## src/include/bp_macros.svh

```systemverilog
`ifndef BP_MACROS_SVH
`define BP_MACROS_SVH

// Width of one instruction address in bits.
`define BP_ADDR_BITS 32

// Low address bits used as the table index.
// Eight bits give 256 entries per table.
`define BP_INDEX_BITS 8

// Counter value after reset.
// Weakly not taken, so one taken update flips the prediction.
`define BP_CTR_RESET 2'b01

`endif
```

## src/hw/bp_pkg.sv

```systemverilog
`default_nettype none

`include "bp_macros.svh"

package bp_pkg;

  // One instruction address.
  typedef logic [`BP_ADDR_BITS-1:0] addr_t;

  // Table index, taken from the low address bits.
  typedef logic [`BP_INDEX_BITS-1:0] index_t;

  // BTB tag, the address bits above the index.
  typedef logic [`BP_ADDR_BITS-`BP_INDEX_BITS-1:0] tag_t;

  // One BTB payload.
  // Tag in the upper bits, target in the lower bits.
  typedef struct packed {
    tag_t  tag;
    addr_t target;
  } btb_entry_t;

  // Two-bit saturating direction counter.
  // Upper bit set means predict taken.
  typedef logic [1:0] ctr_t;

endpackage

`default_nettype wire

```

## src/hw/next_fetch_select.sv

```systemverilog
`timescale 1ns/1ns
`default_nettype none

// Combines BTB hit and direction hint.
// Registers the prediction and next fetch address.
module next_fetch_select (
  input  wire logic          clk,
  input  wire logic          reset,
  input  wire bp_pkg::addr_t fetch_addr,
  input  wire logic          hit,
  input  wire logic          taken_hint,
  input  wire bp_pkg::addr_t target,
  output logic               predict_taken,
  output logic               btb_hit,
  output bp_pkg::addr_t      next_pc
);

  // Fetch address one edge late, lined up with the table reads.
  bp_pkg::addr_t fetch_addr_q;
  // Taken only when both structures agree.
  logic          taken_now;

  assign taken_now = hit && taken_hint;

  always_ff @(posedge clk) begin
    fetch_addr_q <= fetch_addr;
  end

  always_ff @(posedge clk) begin
    if (reset) begin
      predict_taken <= 1'b0;
      btb_hit       <= 1'b0;
      next_pc       <= '0;
    end else begin
      predict_taken <= taken_now;
      btb_hit       <= hit;
      // Stored target on a taken prediction, else fall through.
      if (taken_now) begin
        next_pc <= target;
      end else begin
        next_pc <= fetch_addr_q + 32'd4;
      end
    end
  end

endmodule

`default_nettype wire

```

## config.mk

```make
export PLATFORM = sky130hd
export DESIGN_NAME = next_fetch_select
export DESIGN_NICKNAME = d
export VERILOG_FILES = /design/src/hw/bp_pkg.sv /design/src/hw/next_fetch_select.sv
export VERILOG_INCLUDE_DIRS = /design/src /design/src/include
export SDC_FILE = /design/constraint.sdc
export NUM_CORES = 1
export LEC_CHECK = 0
export ABC_AREA = 1
export ABC_CLOCK_PERIOD_IN_PS = 3780
export BUFFER_PORTS_ARGS = -buffer_cell sky130_fd_sc_hd__buf_2
export CORE_MARGIN = 2
export CORE_UTILIZATION = 52
export CTS_CLUSTER_DIAMETER = 60
export CTS_CLUSTER_SIZE = 8
export DETAILED_ROUTE_END_ITERATION = 16
export GPL_TIMING_DRIVEN = 0
export MAX_ROUTING_LAYER = met4
export PLACE_DENSITY = 0.89
export SLEW_MARGIN = 20
export SYNTH_ARGS = -nofsm -noshare
export SYNTH_HDL_FRONTEND = slang
export SYNTH_SLANG_ARGS = --single-unit
```

## constraint.sdc

```tcl
create_clock -name clk -period 3.78 [get_ports clk]
set_input_delay 0.567 -clock clk [delete_from_list [all_inputs] [get_ports clk]]
set_output_delay 0.567 -clock clk [all_outputs]
set_load 0.1 [all_outputs]
```

* Word-level counts from Yosys, hierarchy flattened
Cells that the tools add are included.
** Cells by class
- Add/subtract/negate cells :: 1
- Mux-type cells :: 1
- Reductions and logical operators :: 1
** Operators with widths (count)
- adder 32 x 3 -> 32 bit, second input constant :: 1
- 2-to-1 mux 32 bit :: 1
- logical AND 1 bit :: 1
** Word-level totals
- Flip-flop bits (word level) :: 66
- Input bits :: 68
- Output and inout port bits :: 34

* Depth between registers and ports, before layout
- Depth after elaboration :: 2
- Gate-level depth with buffers :: 10

* Worst setup path after synthesis
Ideal clock, no wire load.
- Path kind :: reg-to-output
- Start :: reg btb_hit
- End :: out btb_hit
- Arrival :: 909 ps
- Data required time :: 3213 ps
- Slack :: 2304 ps
- Stages on the path, launching flop included :: 1
- Cell sequence :: dfxtp_1
** RTL lines
- start, declared :: RTL line next_fetch_select.sv:14 : output logic btb_hit,
- start signal, assigned :: RTL line next_fetch_select.sv:36 : btb_hit <= hit;
No word-level cell between the ends.

* Final worst setup path
- Start :: reg next_pc[4]
- End :: out next_pc[4]
** RTL lines
- start, declared :: RTL line next_fetch_select.sv:15 : output bp_pkg::addr_t next_pc
- start signal, assigned :: RTL line next_fetch_select.sv:39 : next_pc <= target;
- start signal, assigned :: RTL line next_fetch_select.sv:41 : next_pc <= fetch_addr_q + 32'd4;
No word-level cell between the ends.

==> impl_metrics.json <==
{
  "outcome": "finished, final reports clean",
  "final_common_cell": "buf_2",
  "path_buf_inv": 1,
  "crit_path_start_kind": "register",
  "worstSetupPathType": "register to output port",
  "fin_area_sq_mm": 0.00348,
  "drt_iter0_drc": 171,
  "comb_power_share_pct": 21.4,
  "postCtsSetupRepairBufs": 0,
  "arrival_ns": 1.07,
  "synth_area_sq_mm": 0.00273,
  "worstPathMaxFanout": 1,
  "period_needed_ns": 1.64,
  "synth_nets": 455,
  "synthTopCellsByArea": "dfxtp_1 (48%), nand2_1 (12%), nor2_1 (11%)",
  "rr_startpoint": "fetch_addr_q[2]",
  "switching_share_pct": 32.9,
  "antenna_found_initial": 0,
  "endpoint_kind": "output port",
  "drive_above_1_share_pct": 25.8,
  "synth_top_cell_area_share_pct": 48.4,
  "rsz0062_at_grt": "false",
  "power.density_mw_per_mm2": 462,
  "finalHoldViolCount": 0,
  "ctsLongestPathBuffers": 2,
  "setup_viol": 0,
  "place_congestion": 0.888,
  "area_growth_pct": 27.6,
  "switchingPower_w": 0.000529,
  "diodes": 0,
  "reg2reg_depth": 10,
  "viasPerCell": 4.60,
  "fin_crit_sh_pct": 43.4,
  "final_antenna_net_count": 0,
  "row_count": 26,
  "num-nets-final": 567,
  "ctsHoldBuffers": 0,
  "clock-sinks": 66,
  "grt_pass1_vias": 2507,
  "htreeDepth": 3,
  "cp_cell_sequence": "buf_2",
  "coreArea_sq_mm": 0.00507,
  "hp-class": "input pin to register",
  "cp_top_family": "buffers and inverters",
  "numCtsBuffers": 9,
  "grt_use_total_pct": 25.6,
  "clock_skew_ns": 0.00596,
  "cts_tree": "built",
  "clk-insertion-delay-late_ns": 0.34,
  "ys_types": 20,
  "seq_power_share_pct": 47.6,
  "hp-start": "fetch_addr[1]",
  "grt_remaining_overflow": 0,
  "final_cell_mix": "buf_2 (103), nand2_1 (87), nor2_1 (83)",
  "finalMaxSlewViolations": 0,
  "drv_cap": 0,
  "ir_worst_vdd_uv": 267,
  "internal-power_w": 0.00108,
  "crit_path_start": "next_pc[4]",
  "die_w_microns": 76.4,
  "critPathSlowestCell": "buf_2",
  "route.detailed.drc": 0,
  "dp_hpwl_microns": 5400,
  "place.port_buffers": 101,
  "slew_headroom_pct": 65.3,
  "power.leakage_nw": 1.82,
  "ys_seq_elements": 66,
  "max_freq_ghz": 0.610,
  "avgSynthCellArea_sq_um": 7.07,
  "worst-endpoint-required_ns": 3.21,
  "cp_slowest_stage_delay_ns": 0.42,
  "tightest_slew_ns": 0.521,
  "boundaryPins": 102,
  "hold_depth": 1,
  "cts_root_buf": "clkbuf_8",
  "wire_per_inst_microns": 11.8,
  "grt_first_pass_wirelength_microns": 11400,
  "placed_area_sq_mm": 0.00332,
  "dieArea_sq_mm": 0.00584,
  "p_clk_share_pct": 30.9,
  "fin_setup_tns_ns": 0,
  "cts_resized": 0,
  "synth_top_cell_by_area": "dfxtp_1",
  "clk_pin_slew_worst_paths_ns": 0.07,
  "cp.depth": 1,
  "postSynthCellCount": 386,
  "initial_core_util_pct": 53.8,
  "yosysWarnings": 0,
  "grt_max_degree": 11,
  "wl_microns": 6750,
  "vias": 2621,
  "synth-seq-area-share_pct": 48.4,
  "dr.pass1.iters": 4,
  "die_h_microns": 76.4
}
==> per-layer routing <==
metal | share of wire [%] | track usage (%) | vias to the layer above
met4 | 1.9 | 10.5 | 0
met1 | 47 | 33.3 | 1108
met2 | 45 | 39.6 | 95
met5 | 0 | - | -
met3 | 5.8 | 4.74 | 12
li1 | - | - | 1406
==> cell families after synthesis <==
| family | share of synthesized area (%) |
|---|---|
| AOI/OAI and AO/OA | 6.33 |
| and+or+nand+nor | 34.4 |
| DFF | 48.4 |
| xor gates and xnor gates | 2.57 |
| adders and majority gates | 0.458 |
| buffers and inverters | 7.79 |
==> synth_stat cells <==
cell type and number:
nand2_1 87, xnor2_1 4, and2_1 2, nand4_1 1
nor2_1 83, o21ai_0 23, a21oi_1 10, nor2_2 6
or2_0 3, o21bai_1 1, clkbuf_1 6, buf_2 2
nand2_2 5, nor2_4 4, dfxtp_1 66, xor2_1 4
ha_1 1, buf_1 1, nand3_1 30, inv_1 47
==> power groups by stage <==
stage	registers, W	clock network, W	logic, W
finish	0.000765	0.000497	0.000345
global placement	0.000779	0	0.000340
detailed placement	0.000780	0	0.000344
floorplan	0.000963	0	0.0000764
global route	0.000769	0.000541	0.000367
CTS	0.000765	0.000500	0.000345
==> cell type report <==
cell class,instances,area (sq um)
clock buffer,13,159
fill,483,1590
tap,70,87.6
inverter,47,176
timing repair buffer,101,505
buffer,9,36.3
sequential,66,1320
multi-input combinational,264,1190
==> stage by stage <==
step           power [W]  instances  hold slack, ns  util [%]  setup slack, ns
2_1_floorplan    0.00104        386           0.431         -             2.30
3_3_place_gp     0.00112        557           0.437      65.5             1.95
3_5_place_dp     0.00112        557           0.452      65.5             1.97
4_1_cts          0.00161        570           0.322      68.6             2.13
5_1_grt          0.00168        570           0.319      68.6             2.00
6_report         0.00161        570           0.325      68.6             2.14
==> worst paths after layout <==
kind              slack [ns]               to
setup / recovery        2.14       next_pc[4]
hold / removal          0.32  fetch_addr_q[1]
setup reg to reg        2.17      next_pc[28]
hold reg to reg         0.47       next_pc[1]
==> registers in the layout (all words and copies together) (netlist names) <==
name,flops
btb_hit,1
next_pc,32
fetch_addr_q,32
predict_taken,1
==> worst reg2reg max path, cell delays in order (launching register included) <==
cell and delay (ns):
dfxtp_1 0.38, ha_1 0.24, nand2_1 0.11, nor2_4 0.12
nand2_1 0.08, nor2_1 0.19, nand2_1 0.08, nand2_1 0.06
nand3_1 0.10, nand2_1 0.11, inv_1 0.04
Note: power is estimated with default switching activity, not from simulation.
