File: config.mk
export PLATFORM = sky130hd
export DESIGN_NAME = direction_predictor_flat
export DESIGN_NICKNAME = d
export VERILOG_FILES = /design/src/hw/bp_pkg.sv /design/src/hw/bp_update_if.sv /design/src/hw/direction_predictor.sv /design/src/hw/direct_mapped_table.sv /design/src/flat_wrapper.sv
export VERILOG_INCLUDE_DIRS = /design/src /design/src/include
export SDC_FILE = /design/constraint.sdc
export NUM_CORES = 1
export LEC_CHECK = 0
export BUFFER_PORTS_ARGS = -buffer_cell sky130_fd_sc_hd__buf_4
export CELL_PAD_IN_SITES_DETAIL_PLACEMENT = 0
export CELL_PAD_IN_SITES_GLOBAL_PLACEMENT = 1
export CORE_MARGIN = 2
export CORE_UTILIZATION = 28
export CTS_CLUSTER_SIZE = 40
export DETAILED_ROUTE_END_ITERATION = 12
export PLACE_DENSITY_LB_ADDON = 0.1
export SYNTH_ARGS = -nofsm -noshare
export SYNTH_HDL_FRONTEND = slang
export SYNTH_HIERARCHICAL = 1
export SYNTH_SLANG_ARGS = --single-unit
File: constraint.sdc
create_clock -name clk -period 3.8 [get_ports clk]
set_input_delay 0.38 -clock clk [delete_from_list [all_inputs] [get_ports clk]]
set_output_delay 0.38 -clock clk [all_outputs]
set_load 0.05 [all_outputs]
File: src/include/bp_macros.svh
`ifndef BP_MACROS_SVH
`define BP_MACROS_SVH

// Width of one instruction address in bits.
`define BP_ADDR_BITS 32

// Low address bits used as the table index.
// Eight bits give 256 entries per table.
`define BP_INDEX_BITS 8

// Counter value after reset.
// Weakly not taken, so one taken update flips the prediction.
`define BP_CTR_RESET 2'b01

`endif
File: src/hw/bp_pkg.sv
`default_nettype none

`include "bp_macros.svh"

package bp_pkg;

  // One instruction address.
  typedef logic [`BP_ADDR_BITS-1:0] addr_t;

  // Table index, taken from the low address bits.
  typedef logic [`BP_INDEX_BITS-1:0] index_t;

  // BTB tag, the address bits above the index.
  typedef logic [`BP_ADDR_BITS-`BP_INDEX_BITS-1:0] tag_t;

  // One BTB payload.
  // Tag in the upper bits, target in the lower bits.
  typedef struct packed {
    tag_t  tag;
    addr_t target;
  } btb_entry_t;

  // Two-bit saturating direction counter.
  // Upper bit set means predict taken.
  typedef logic [1:0] ctr_t;

endpackage

`default_nettype wire

File: src/hw/bp_update_if.sv
`timescale 1ns/1ns
`default_nettype none

// Branch resolution bus.
// One resolved branch per cycle with valid high, no handshake.
interface bp_update_if;

  // Update strobe.
  logic           valid;
  // Address of the resolved branch.
  bp_pkg::addr_t  addr;
  // Resolved target address.
  bp_pkg::addr_t  target;
  // Actual outcome, 1 when taken.
  logic           taken;

  // Driven by the top level from its ports.
  modport source (
    output valid,
    output addr,
    output target,
    output taken
  );

  // Read by the BTB and the direction predictor.
  modport sink (
    input valid,
    input addr,
    input target,
    input taken
  );

endinterface

`default_nettype wire

File: src/hw/direction_predictor.sv
`timescale 1ns/1ns
`default_nettype none

`include "bp_macros.svh"

// Table of 2-bit saturating counters, indexed like the BTB.
module direction_predictor (
  input  wire logic          clk,
  input  wire logic          reset,
  input  wire bp_pkg::addr_t fetch_addr,
  bp_update_if.sink          upd,
  output logic               taken_hint
);

  bp_pkg::index_t lookup_index;
  bp_pkg::index_t upd_index;

  // Registered lookup counter.
  bp_pkg::ctr_t   lookup_ctr;
  // Counter at the update index, and its next value.
  bp_pkg::ctr_t   upd_ctr;
  bp_pkg::ctr_t   ctr_next;

  assign lookup_index = fetch_addr[`BP_INDEX_BITS-1:0];
  assign upd_index    = upd.addr[`BP_INDEX_BITS-1:0];

  // Saturating step.
  // Up on taken, down on not taken, held at 0 and 3.
  always_comb begin
    ctr_next = upd_ctr;
    if (upd.taken) begin
      if (upd_ctr != 2'b11) begin
        ctr_next = upd_ctr + 2'd1;
      end
    end else begin
      if (upd_ctr != 2'b00) begin
        ctr_next = upd_ctr - 2'd1;
      end
    end
  end

  // Counters are always written valid.
  // Reset loads every counter with the weakly not taken value.
  direct_mapped_table #(
    .entry_t     (bp_pkg::ctr_t),
    .reset_entry (`BP_CTR_RESET)
  ) u_table (
    .clk        (clk),
    .reset      (reset),
    .rd_index   (lookup_index),
    .rd_valid   (),
    .rd_entry   (lookup_ctr),
    .wr_index   (upd_index),
    .wr_en      (upd.valid),
    .wr_valid   (1'b1),
    .wr_entry   (ctr_next),
    .peek_entry (upd_ctr)
  );

  // Upper bit is the direction.
  assign taken_hint = lookup_ctr[1];

endmodule

`default_nettype wire

File: src/hw/direct_mapped_table.sv
`timescale 1ns/1ns
`default_nettype none

`include "bp_macros.svh"

// Direct-mapped storage with one valid bit per entry.
// Lookup read is registered, the update side has a combinational peek.
module direct_mapped_table #(
  parameter type    entry_t     = logic,
  parameter entry_t reset_entry = '0
) (
  input  wire logic           clk,
  input  wire logic           reset,
  input  wire bp_pkg::index_t rd_index,
  output logic                rd_valid,
  output entry_t              rd_entry,
  input  wire bp_pkg::index_t wr_index,
  input  wire logic           wr_en,
  input  wire logic           wr_valid,
  input  wire entry_t         wr_entry,
  output entry_t              peek_entry
);

  localparam int entries = 1 << `BP_INDEX_BITS;

  // Per-entry state.
  logic   valid_q   [entries];
  entry_t payload_q [entries];

  // Current contents at the update index.
  // Lets a read-modify-write see the last update right away.
  assign peek_entry = payload_q[wr_index];

  always_ff @(posedge clk) begin
    if (reset) begin
      rd_valid <= 1'b0;
      rd_entry <= reset_entry;
      // All entries invalid, payloads back to their reset value.
      for (int i = 0; i < entries; i++) begin
        valid_q[i]   <= 1'b0;
        payload_q[i] <= reset_entry;
      end
    end else begin
      // Lookup samples the old contents.
      // A write at the same edge shows up one cycle later.
      rd_valid <= valid_q[rd_index];
      rd_entry <= payload_q[rd_index];
      if (wr_en) begin
        valid_q[wr_index] <= wr_valid;
        // Invalidate leaves the payload as it was.
        if (wr_valid) begin
          payload_q[wr_index] <= wr_entry;
        end
      end
    end
  end

endmodule

`default_nettype wire

File: src/flat_wrapper.sv
// flat-port wrapper written by rule: the top's interface ports become plain ports
module direction_predictor_flat 
  (clk, reset, fetch_addr, taken_hint, upd_valid, upd_addr, upd_target, upd_taken);
  bp_update_if upd_i ();
  input  wire logic clk;
  input  wire logic reset;
  input  wire bp_pkg::addr_t fetch_addr;
  output logic taken_hint;
  input wire logic [$bits(upd_i.valid)-1:0] upd_valid;
  input wire logic [$bits(upd_i.addr)-1:0] upd_addr;
  input wire logic [$bits(upd_i.target)-1:0] upd_target;
  input wire logic [$bits(upd_i.taken)-1:0] upd_taken;
  assign upd_i.valid = upd_valid;
  assign upd_i.addr = upd_addr;
  assign upd_i.target = upd_target;
  assign upd_i.taken = upd_taken;
  direction_predictor u_core (.clk(clk), .reset(reset), .fetch_addr(fetch_addr), .upd(upd_i), .taken_hint(taken_hint));
endmodule
# Word-level counts from Yosys, hierarchy flattened
# Memories as Yosys holds them, arrays and structs flattened. A register that Yosys moved wholly into a read port is not among the register bits.
# Index checks and enable logic that the tools add are counted.
# op_classes
eq_ne	1
mux	11
n_reduce_logical	2
add_sub_neg	2
# op_table
operator	n
$mux W2	4
$mux W8	1
$mux W1	6
$add A2 B1 Y2 const B	1
$ne A2 B2 Y1 const B	1
$reduce_bool A2 Y1	1
$reduce_or A2 Y1	1
$sub A2 B1 Y2 const B	1
# totals
mem_count	1
out_inout_bits	1
reg_bits	0
ram_bits	512
# memory_table
name	words	width	rd	rd_ports_with_merged_regs	wr	line	text
u_core.u_table.payload_q	256	2	2	1	256	direct_mapped_table.sv:28	entry_t payload_q [entries];

# Depth between registers and ports, before layout
# Gate-level depths: netlist of the first run.
# logic_depth
depth_word	5
mapped_depth	15
mapped_depth_nobuf	9

# Modules after synthesis
# Netlist of the first run, hierarchy kept.
# modules_own_cells
module	n_inst	area_per_inst_um2	seq_area_each_um2	cells_each
direct_mapped_table	1	42747.2	23122.2	3620
direction_predictor	1	30.0	0.0	4

# Worst setup path after synthesis of the first run
# Ideal clock, no wire load.
# synth_timing
kind	input-to-reg
from	in upd_addr[0]
to	mem u_core/u_table/payload_q[137][0] (netlist bit), data pin
arrival_ns	3.503
cell_stages	13
path_slack_ns	0.032
path_buffers	6
cell_sequence	buf_4 > buf_4 > buf_4 > buf_2 > mux4_2 > a22oi_1 > a21oi_1 > a2111oi_0 > o2111ai_1 > maj3_2 > clkbuf_1 > clkbuf_1 > or3_1
# synth_lines
item	line	text
from (decl)	flat_wrapper.sv:10	input wire logic [$bits(upd_i.addr)-1:0] upd_addr;
to (decl)	direct_mapped_table.sv:28	

==> results.yml, run 1 <==
power_and_ir_drop:
  swShare_pct: 26.31
  cellPowerDensity_nw_per_um2: 443.9
  vdd_drop_max_mv: 0.3133
  p_comb_share_pct: 12.3
  p_int_w: 0.01043
  cellLeakagePower_nw: 9.082
  seq_power_share_pct: 45.2
  clockPowerShare_pct: 42.5
  p_sw_w: 0.003724
floorplanning:
  dieArea_um2: 102600
  die_x_um: 320.3
  rows: 116
  start_util_pct: 28.10
  core_area_um2: 99710
  die_height_um: 320.3
  io_pins: 101
global_route:
  grt_max_degree: 226
  grt_pass1_vias: 19374
  gr-total-overflow: 0
  gr-usage-all-layers_pct: 19.66
  antenna_found_initial: 7
  grt_pass1_wl_um: 144400
final_layout:
  drive_gt1_share_pct: 23.07
  fin_nets: 2240
  seq_area_um2: 15390
  finish.utilization_pct: 31.99
  area_delta_synth_final_pct: 13.83
  multiInputGateArea_um2: 10830
  layout.cells.non_filler: 3491
  num-fill-cells: 9797
synthesis:
  synthesis.area_um2: 28020
  yosys_warnings: 6
  synth_cells: 2275
  syn_area_per_cell_um2: 12.32
  syn_nets: 2375
clock_network:
  clkTransAtPathRegs_ps: 60
  cts_buffer_depth: 3
  clkLatencyLatePin_ps: 620
  cts-root-buf: "clkbuf_16"
  cts_hold_buf: 0
  cts_made_buffers: 66
  cts_tree: "built"
  h-tree-depth: 3
  cts.sinks: 513
flow_run:
  maxCapViolations: 0
critical_path:
  endpoint_kind: "flop"
  cp_slowest_stage_delay_ps: 570
  reg2reg_depth: 8
  path_buf_inv: 2
  rr_startpoint: "u_core/u_table/payload_q[127][1]$_SDFFCE_PN0P_"
  cp.required_ps: 4140
  start_kind: "flop"
  reg2reg_to: "u_core/u_table/payload_q[59][0]$_SDFFCE_PN1P_"
  cp.arrival_ps: 4090
  path_max_fanout: 80
  r2r_slack_ps: 50
  path_delay_family: "multiplexers"
  crit_top_cell: "mux4_2"
  slowest_stage: "mux4_2"
  crit_chain: "mux4_2 -> mux4_2 -> a2111oi_4 -> buf_4 -> o2111ai_1 -> maj3_4 -> buf_12 -> or3_1"
  critPathKind: "reg2reg"
sta:
  relSlewSlack_pct: 0.8080
  rsz0062_at_grt: "true"
  fin_skew_ps: 29.22
  finalSetupViolations: 0
  worst_pin_slew_ps: 1488
  fmax_mhz: 266.6
  finalCriticalPeriod_ps: 3751
  min_period_over_period_pct: 98.71
  drv_slew: 0
  hold_viol_final: 0
  tns_ps: 0
  worst_slack_ps: 49.02
placement:
  place_ws_ps: -901.9
  gp_congestion: 0.8001
  dp_cells: 3369
  port-buffer-count: 20
  dp.final_hpwl_um: 66250
routing:
  vias_per_cell: 5.487
  remaining_drc_errors: 0
  wl_per_cell_um: 28.82
  vias: 19154
  ant_nets: 0
  first_pass_iters: 7
  drtIter0Drc: 1548
  drt-total-wl_um: 100600
hold_path:
  hp-start: "reset"
  worst_hold_path.num_cells: 2
  hold_end: "u_core/u_table/payload_q[135][1]$_SDFFCE_PN0P_"
  min_path_type: "in2reg"
run_status:
  status: "finished, final reports clean"
## worst register-to-register path, cell delays in order (launching register included)
cell	delay, ps
edfxtp_1	400
mux4_2	530
mux4_2	570
a2111oi_4	450
buf_4	180
o2111ai_1	170
maj3_4	430
buf_12	200
or3_1	550
## state kept, by name, indices dropped and copies added (netlist names)
name / cells
u_core/u_table/payload_q: 512
u_core/u_table/rd_entry: 1
## stage by stage
stage | hold WS [ps] | cell area, µm² | total power (W)
final | 170.5 | 31890 | 0.01416
after global routing | 170.0 | 31880 | 0.01468
after CTS | 126.4 | 31880 | 0.01435
after detailed placement | 801.4 | 29840 | 0.008273
after global placement | 795.0 | 29840 | 0.008264
after floorplan | 600.3 | 28020 | 0.007487
## cell type report
| type | count | area share, % |
|---|---|---|
| tap | 1298 | 5.092 |
| clock inverter | 31 | 0.7179 |
| timing repair buffer | 202 | 6.175 |
| antenna | 4 | 0.03138 |
| inverter | 8 | 0.1334 |
| sequential | 513 | 48.27 |
| clock buffer | 86 | 5.614 |
| multi-input combinational | 1349 | 33.97 |
## power by group through the flow
stage | Combinational, W | Clock, W | Sequential, W
3_3_place_gp | 0.00175 | 0 | 0.00652
2_1_floorplan | 0.000996 | 0 | 0.00649
3_5_place_dp | 0.00175 | 0 | 0.00652
5_1_grt | 0.00185 | 0.00641 | 0.00642
6_report | 0.00174 | 0.00601 | 0.00640
4_1_cts | 0.00176 | 0.00619 | 0.00640
## worst max-delay path by stage
stage | from | to | slack [ps] | depth (start not counted)
final | u_core/u_table/payload_q[127][1]$_SDFFCE_PN0P_ | u_core/u_table/payload_q[59][0]$_SDFFCE_PN1P_ | 50 | 8
after CTS | u_core/u_table/payload_q[127][1]$_SDFFCE_PN0P_ | u_core/u_table/payload_q[145][0]$_SDFFCE_PN1P_ | 60 | 8
after detailed placement | upd_addr[0] | u_core/u_table/payload_q[198][0]$_SDFFCE_PN1P_ | -900 | 12
after floorplan | upd_addr[0] | u_core/u_table/payload_q[128][0]$_SDFFCE_PN1P_ | 30 | 13
after global routing | u_core/u_table/payload_q[127][1]$_SDFFCE_PN0P_ | u_core/u_table/payload_q[63][0]$_SDFFCE_PN1P_ | -7 | 8
after global placement | upd_addr[0] | u_core/u_table/payload_q[153][0]$_SDFFCE_PN1P_ | -940 | 12
## cell usage in the layout (no fill, tap or decap), types with 18 or more instances in the layout
cell type and count:
mux2i_1 61, buf_4 164, nor2_1 33, nand3_1 26, a21oi_1 18, mux4_2 176, nand2_1 65, a22oi_1 24
nor3_1 267, o21ai_0 261, buf_12 35, or3_1 258, edfxtp_1 512, nand2b_1 18, clkbuf_16 69
## per-layer routing
metal  GRT usage (%)  up-vias  share of wire [%]
li1                -     8511                  -
met1           27.21     9987                 46
met2           31.09      524                 46
met3           3.587      126                5.5
met4           6.541        6                2.8
met5               0        -              0.032
## timing repair
item	4_1_cts	5_1_grt
endpoints found under the hold margin	0	0
buffers inserted	0	1
pin swaps	0	2
gates resized for setup	3	1
setup endpoints to repair	511	367
(Power assumes the default switching activity.)
==> run 2: changes to the inputs <==
--- a/config.mk
+++ b/config.mk
@@ -13,7 +13,7 @@
 export CORE_UTILIZATION = 28
 export CTS_CLUSTER_SIZE = 40
 export DETAILED_ROUTE_END_ITERATION = 12
-export PLACE_DENSITY_LB_ADDON = 0.1
+export PLACE_DENSITY = 0.59
 export SYNTH_ARGS = -nofsm -noshare
 export SYNTH_HDL_FRONTEND = slang
 export SYNTH_HIERARCHICAL = 1
==> constraint.sdc (replaced) <==
create_clock -name clk -period 3.8 [get_ports clk]
set_input_delay 0.38 -clock clk [delete_from_list [all_inputs] [get_ports clk]]
set_output_delay 0.38 -clock clk [all_outputs]
set_load 0.01 [all_outputs]
==> results.yml, run 2 (synthesized netlist as in run 1, its figures left out) <==
run_status:
  status: "finished, final reports clean"
final_layout:
  final_cell_mix: "512 x edfxtp_1, 267 x nor3_1, 261 x o21ai_0"
  fin_nets: 2212
  top_register: "u_core/u_table/payload_q"
  finish.utilization_pct: 31.53
  largest_reg_flops: 512
  area_delta_synth_final_pct: 12.20
  final_common_cell: "edfxtp_1"
  reg.largest.list: "u_core/u_table/payload_q x512, u_core/u_table/rd_entry x1"
  layout.cells.non_filler: 3458
  drive_gt1_share_pct: 21.81
  antenna_cells: 0
routing:
  first_pass_iters: 5
  remaining_drc_errors: 0
  ant_nets: 0
  wl_per_cell_um: 25.84
  vias: 19324
  vias_per_cell: 5.588
  drt-total-wl_um: 89350
  drtIter0Drc: 1843
critical_path:
  crit_top_cell: "buf_4"
  cp.arrival_ps: 4090
  cp.required_ps: 4150
  crit_chain: "buf_8 -> buf_4 -> mux4_2 -> a2111oi_1 -> nor3_1 -> a31oi_1 -> buf_4 -> o2111ai_1 -> maj3_4 -> buf_12 -> or3_1"
  path_buf_inv: 4
  endpoint_kind: "flop"
  path_delay_family: "buffers and inverters"
  critPathKind: "in2reg"
  cp_slowest_stage_delay_ps: 570
  slowest_stage: "a2111oi_1"
  start_kind: "input port"
  path_max_fanout: 98
global_route:
  grt_max_degree: 165
  grt_pass1_wl_um: 130500
  antenna_found_initial: 3
  grtUsageMet2_pct: 28.32
  gr-usage-all-layers_pct: 17.13
  met1_usage_pct: 23.19
  grt_use_met3_pct: 2.917
  grt.busiest_layer: "met2"
  gr-total-overflow: 0
  grt_pass1_vias: 19119
clock_network:
  clkLatencyLatePin_ps: 630
  postCtsSetupBuffers: 0
  cts.sinks: 513
  h-tree-depth: 2
  cts_hold_buf: 0
  cts-root-buf: "clkbuf_16"
  clkTransAtPathRegs_ps: 60
  cts_tree: "built"
  cts_made_buffers: 58
  cts_buffer_depth: 3
  post_cts_resize_count: 0
sta:
  finalSetupViolations: 0
  rsz0062_at_grt: "true"
  finalCriticalPeriod_ps: 3744
  fmax_mhz: 267.1
  relSlewSlack_pct: 19.96
  drv_slew: 0
  min_period_over_period_pct: 98.53
  holdWs_ps: 178.6
  hold_viol_final: 0
  worst_pin_slew_ps: 1198
  fin_skew_ps: 26.06
floorplanning:
  rows: 116
  core_area_um2: 99710
  io_pins: 101
  die_height_um: 320.3
  start_util_pct: 28.10
  die_x_um: 320.3
  dieArea_um2: 102600
power_and_ir_drop:
  seq_power_share_pct: 47.0
  cellLeakagePower_nw: 8.849
  power_w: 0.01362
  swShare_pct: 25.62
  p_int_w: 0.01013
  vdd_drop_max_mv: 0.2906
  p_sw_w: 0.003490
  cellPowerDensity_nw_per_um2: 433.4
  p_comb_share_pct: 12.1
  clockPowerShare_pct: 40.9
flow_run:
  maxCapViolations: 0
placement:
  gp_congestion: 0.8675
  dp_cells: 3350
  port-buffer-count: 20
  dp.final_hpwl_um: 58290
hold_path:
  min_path_type: "in2reg"
## run 2: cell types whose count changed in the layout (fill, tap and decap cells not counted), sizes merged
cell,before,now
clkinv,24,28
bufinv,3,6
buf,202,182
diode,4,0
inv,9,8
clkbuf,86,72
clkinvlp,3,2
## run 2: final timing paths
check / start / to / slack [ps] / depth (start not counted)
setup / recovery: upd_addr[0] / u_core/u_table/payload_q[153][0]$_SDFFCE_PN1P_ / 60 / 11
hold / removal: reset / u_core/u_table/payload_q[135][1]$_SDFFCE_PN0P_ / 180 / 2
setup reg to reg: u_core/u_table/payload_q[128][1]$_SDFFCE_PN0P_ / u_core/u_table/payload_q[153][0]$_SDFFCE_PN1P_ / 70 / 10
hold reg to reg: u_core/u_table/payload_q[35][1]$_SDFFCE_PN0P_ / u_core/u_table/rd_entry[1]$_SDFF_PP0_ / 1320 / 6
## run 2: routing by layer
metal	share of wire [%]	vias to the layer above	wire (µm)
met2	48	734	42810
met3	7.0	123	6257
met4	2.5	2	2252
met5	0.015	-	13
li1	-	8437	-
met1	43	10028	38020
## run 2: through the flow
step | cell area, µm² | worst slack, ps | TNS (ps)
after floorplan | 28020 | 33.25 | 0
after global placement | 29560 | -624.9 | -284460
after detailed placement | 29560 | -571.5 | -248830
after CTS | 31420 | 61.83 | 0
after global routing | 31440 | -0.6888 | -0.7714
final | 31440 | 55.83 | 0
## run 2: power groups by stage
stage / clock (W) / combinational [W] / sequential, W
finish: 0.00557 / 0.00165 / 0.00640
floorplan: 0 / 0.000996 / 0.00649
CTS: 0.00570 / 0.00165 / 0.00640
detailed placement: 0 / 0.00164 / 0.00652
global route: 0.00589 / 0.00175 / 0.00641
global placement: 0 / 0.00163 / 0.00651
## run 2: worst register-to-register path: cells and delay by family, from the launching register on
kind | cells | cell delay [ps]
simple gates | 3 | 780
fa+ha+maj | 1 | 440
buf+inv | 2 | 410
compound gates | 3 | 970
mux | 1 | 460
flops | 1 | 400
## run 2: layout make-up
cell class,instances,area (µm²)
Fill cell,9759,68270
Sequential cell,513,15390
Multi-Input combinational cell,1349,10810
Timing Repair Buffer,182,1707
Tap cell,1298,1624
Clock buffer,72,1525
Clock inverter,36,331.6
Inverter,8,47.55
==> run 3: changes to the inputs <==
--- a/config.mk
+++ b/config.mk
@@ -16,5 +16,4 @@
 export PLACE_DENSITY = 0.59
 export SYNTH_ARGS = -nofsm -noshare
 export SYNTH_HDL_FRONTEND = slang
-export SYNTH_HIERARCHICAL = 1
 export SYNTH_SLANG_ARGS = --single-unit
==> results.yml, run 3 <==
run_status:
  status: "finished, final reports clean"
routing:
  vias_per_cell: 6.266
  first_pass_iters: 6
  ant_nets: 0
  drt-total-wl_um: 120300
  remaining_drc_errors: 0
  wl_per_cell_um: 32.37
  drtIter0Drc: 3110
  vias: 23283
synthesis:
  yosysTopAreaCellShare_pct: 51.50
  synth_edf_count: 512
  synthesis.area_um2: 29860
  yosys_register_bits: 513
  synth_cell_types: 59
  synth_area_leader_cell: "edfxtp_1"
  synthArstFlopShare_pct: 0
  ys.flop_type: "edfxtp_1"
  synth.yosys.seq_area_share_pct: 51.56
  yosysMostFrequentCell: "edfxtp_1"
  yosys_warnings: 0
  syn_area_per_cell_um2: 13.09
  syn_nets: 2381
  synth_commonest_cells: "512 x edfxtp_1, 247 x o2111ai_1, 222 x a211oi_1, 222 x clkbuf_1, 165 x mux4_2"
  synth_cells: 2281
  yosys-top-cells-area: "edfxtp_1 51%, mux4_2 12%, o2111ai_1 7.2%, a211oi_1 5.6%, mux2i_1 3.7%"
clock_network:
  postCtsSetupBuffers: 0
  cts.sinks: 513
  cts-root-buf: "clkbuf_16"
  clkLatencyLatePin_ps: 650
  cts_made_buffers: 60
  cts_tree: "built"
  cts_buffer_depth: 3
  clkTransAtPathRegs_ps: 60
  post_cts_resize_count: 0
  h-tree-depth: 2
sta:
  drv_slew: 0
  finalCriticalPeriod_ps: 3509
  finalSetupViolations: 0
  min_period_over_period_pct: 92.33
  hold_viol_final: 0
  worst_pin_slew_ps: 1047
  fin_skew_ps: 40.03
  rsz0062_at_grt: "false"
  relSlewSlack_pct: 30.18
  tns_ps: 0
  fmax_mhz: 285.0
critical_path:
  path_max_fanout: 12
  endpoint_kind: "flop"
  cp.required_ps: 4130
  start_kind: "flop"
  critPathKind: "reg2reg"
  cp.arrival_ps: 3840
power_and_ir_drop:
  p_sw_w: 0.004023
  swShare_pct: 27.85
  power_w: 0.01445
  vdd_drop_max_mv: 0.3300
  p_comb_share_pct: 16.6
  clockPowerShare_pct: 39.4
  seq_power_share_pct: 44.0
  cellLeakagePower_nw: 10.79
  p_int_w: 0.01042
  cellPowerDensity_nw_per_um2: 411.5
final_layout:
  top_register: "u_core.u_table.payload_q"
  final_cell_mix: "512 x edfxtp_1, 247 x o2111ai_1, 222 x a211oi_1"
  num-fill-cells: 10291
  drive_gt1_share_pct: 25.43
  largest_reg_flops: 512
  reg.largest.list: "u_core.u_table.payload_q x512, u_core.u_table.rd_entry x1"
  fin_nets: 2374
  final_cell_area_um2: 35100
  area_delta_synth_final_pct: 17.57
  final_common_cell: "edfxtp_1"
floorplanning:
  core_area_um2: 105600
  die_height_um: 330.5
  dieArea_um2: 109300
  start_util_pct: 28.28
  rows: 119
  die_x_um: 330.5
  io_pins: 101
global_route:
  grt_pass1_wl_um: 172800
  grt_max_degree: 86
  antenna_found_initial: 10
  grt_pass1_vias: 23446
  gr-total-overflow: 0
  gr-usage-all-layers_pct: 21.80
placement:
  place_area_um2: 33210
  port-buffer-count: 20
  gp_congestion: 0.9144
  dp.final_hpwl_um: 78770
hold_path:
  min_path_type: "in2reg"
flow_run:
  maxCapViolations: 0
==> run 3: changes by cell type in the layout (fill, tap and decap cells not counted), moves of 14 or more <==
cell / delta
nor2_2: +14
a21o_1: +146
a211oi_1: +218
o21ai_0: -255
o21bai_1: +83
or3_1: -255
o2111ai_1: +244
nand2b_1: +15
nor4_1: +18
buf_12: +46
nand3_1: +15
mux2i_1: +50
nor3_1: -235
buf_4: +65
==> run 3: cells by family after synthesis <==
logic type	synth area share (%)
buffers and inverters	5.779
multiplexers	16.24
AO/OA/AOI/OAI	21.12
AND/OR/NAND/NOR	5.297
flip-flops	51.56
==> run 3: critical path: stages, from the launching register on <==
cell	delay, ps
edfxtp_1	430
mux4_2	480
mux4_2	550
a32o_1	300
a211oi_1	520
and3_4	350
or2_2	190
buf_4	250
o2111ai_1	130
==> run 3: layout make-up <==
| type | count | area (µm²) | area share [%] |
|---|---|---|---|
| inverter | 12 | 45.04 | 0.1283 |
| tap | 1391 | 1740 | 4.958 |
| timing repair buffer | 293 | 3117 | 8.879 |
| clock buffer | 79 | 1594 | 4.541 |
| sequential | 513 | 15390 | 43.86 |
| clock inverter | 33 | 286.5 | 0.8163 |
| antenna | 1 | 2.502 | 0.007129 |
| multi-input combinational | 1394 | 12920 | 36.81 |
==> run 3: stage by stage <==
stage	util, %	worst slack, ps	hold WS, ps	instances
2_1_floorplan	-	523.9	479.6	2281
3_5_place_dp	31.46	-15.47	583.6	3602
5_1_grt	33.25	264.1	211.6	3715
6_report	33.25	291.5	156.4	3716
3_3_place_gp	31.46	-6.874	591.2	3602
4_1_cts	33.25	358.7	140.6	3715
==> run 3: power by group through the flow <==
| stage | clock network, W | registers [W] | logic, W |
|---|---|---|---|
| finish | 0.00569 | 0.00636 | 0.00239 |
| global placement | 0 | 0.00647 | 0.00231 |
| CTS | 0.00573 | 0.00636 | 0.00234 |
| global route | 0.00595 | 0.00637 | 0.00247 |
| detailed placement | 0 | 0.00648 | 0.00233 |
| floorplan | 0 | 0.00645 | 0.00129 |
==> run 3: metal layers <==
| layer | share of wire [%] | vias up | global-route usage, % |
|---|---|---|---|
| met2 | 45 | 1329 | 33.78 |
| met1 | 41 | 12108 | 29.65 |
| met4 | 4.6 | 10 | 9.069 |
| met5 | 0.059 | - | 0 |
| li1 | - | 9583 | - |
| met3 | 9.5 | 253 | 4.521 |
==> run 3: path summary, 6_finish.rpt <==
| path | from | to | slack [ps] | cells past startpoint |
|---|---|---|---|---|
| setup / recovery | u_core.u_table.payload_q[217][1]$_SDFFCE_PN0P_ | u_core.u_table.payload_q[80][0]$_SDFFCE_PN1P_ | 290 | 8 |
| hold / removal | fetch_addr[7] | u_core.u_table.rd_entry[1]$_SDFF_PP0_ | 160 | 3 |
| setup reg to reg | u_core.u_table.payload_q[217][1]$_SDFFCE_PN0P_ | u_core.u_table.payload_q[80][0]$_SDFFCE_PN1P_ | 290 | 8 |
| hold reg to reg | u_core.u_table.payload_q[167][1]$_SDFFCE_PN0P_ | u_core.u_table.rd_entry[1]$_SDFF_PP0_ | 1420 | 5 |
==> run 3: what timing repair did <==
item / in CTS / in global routing
setup endpoints to repair: 0 / 0
hold buffers: 1 / 0
endpoints found under the hold margin: 1 / 0
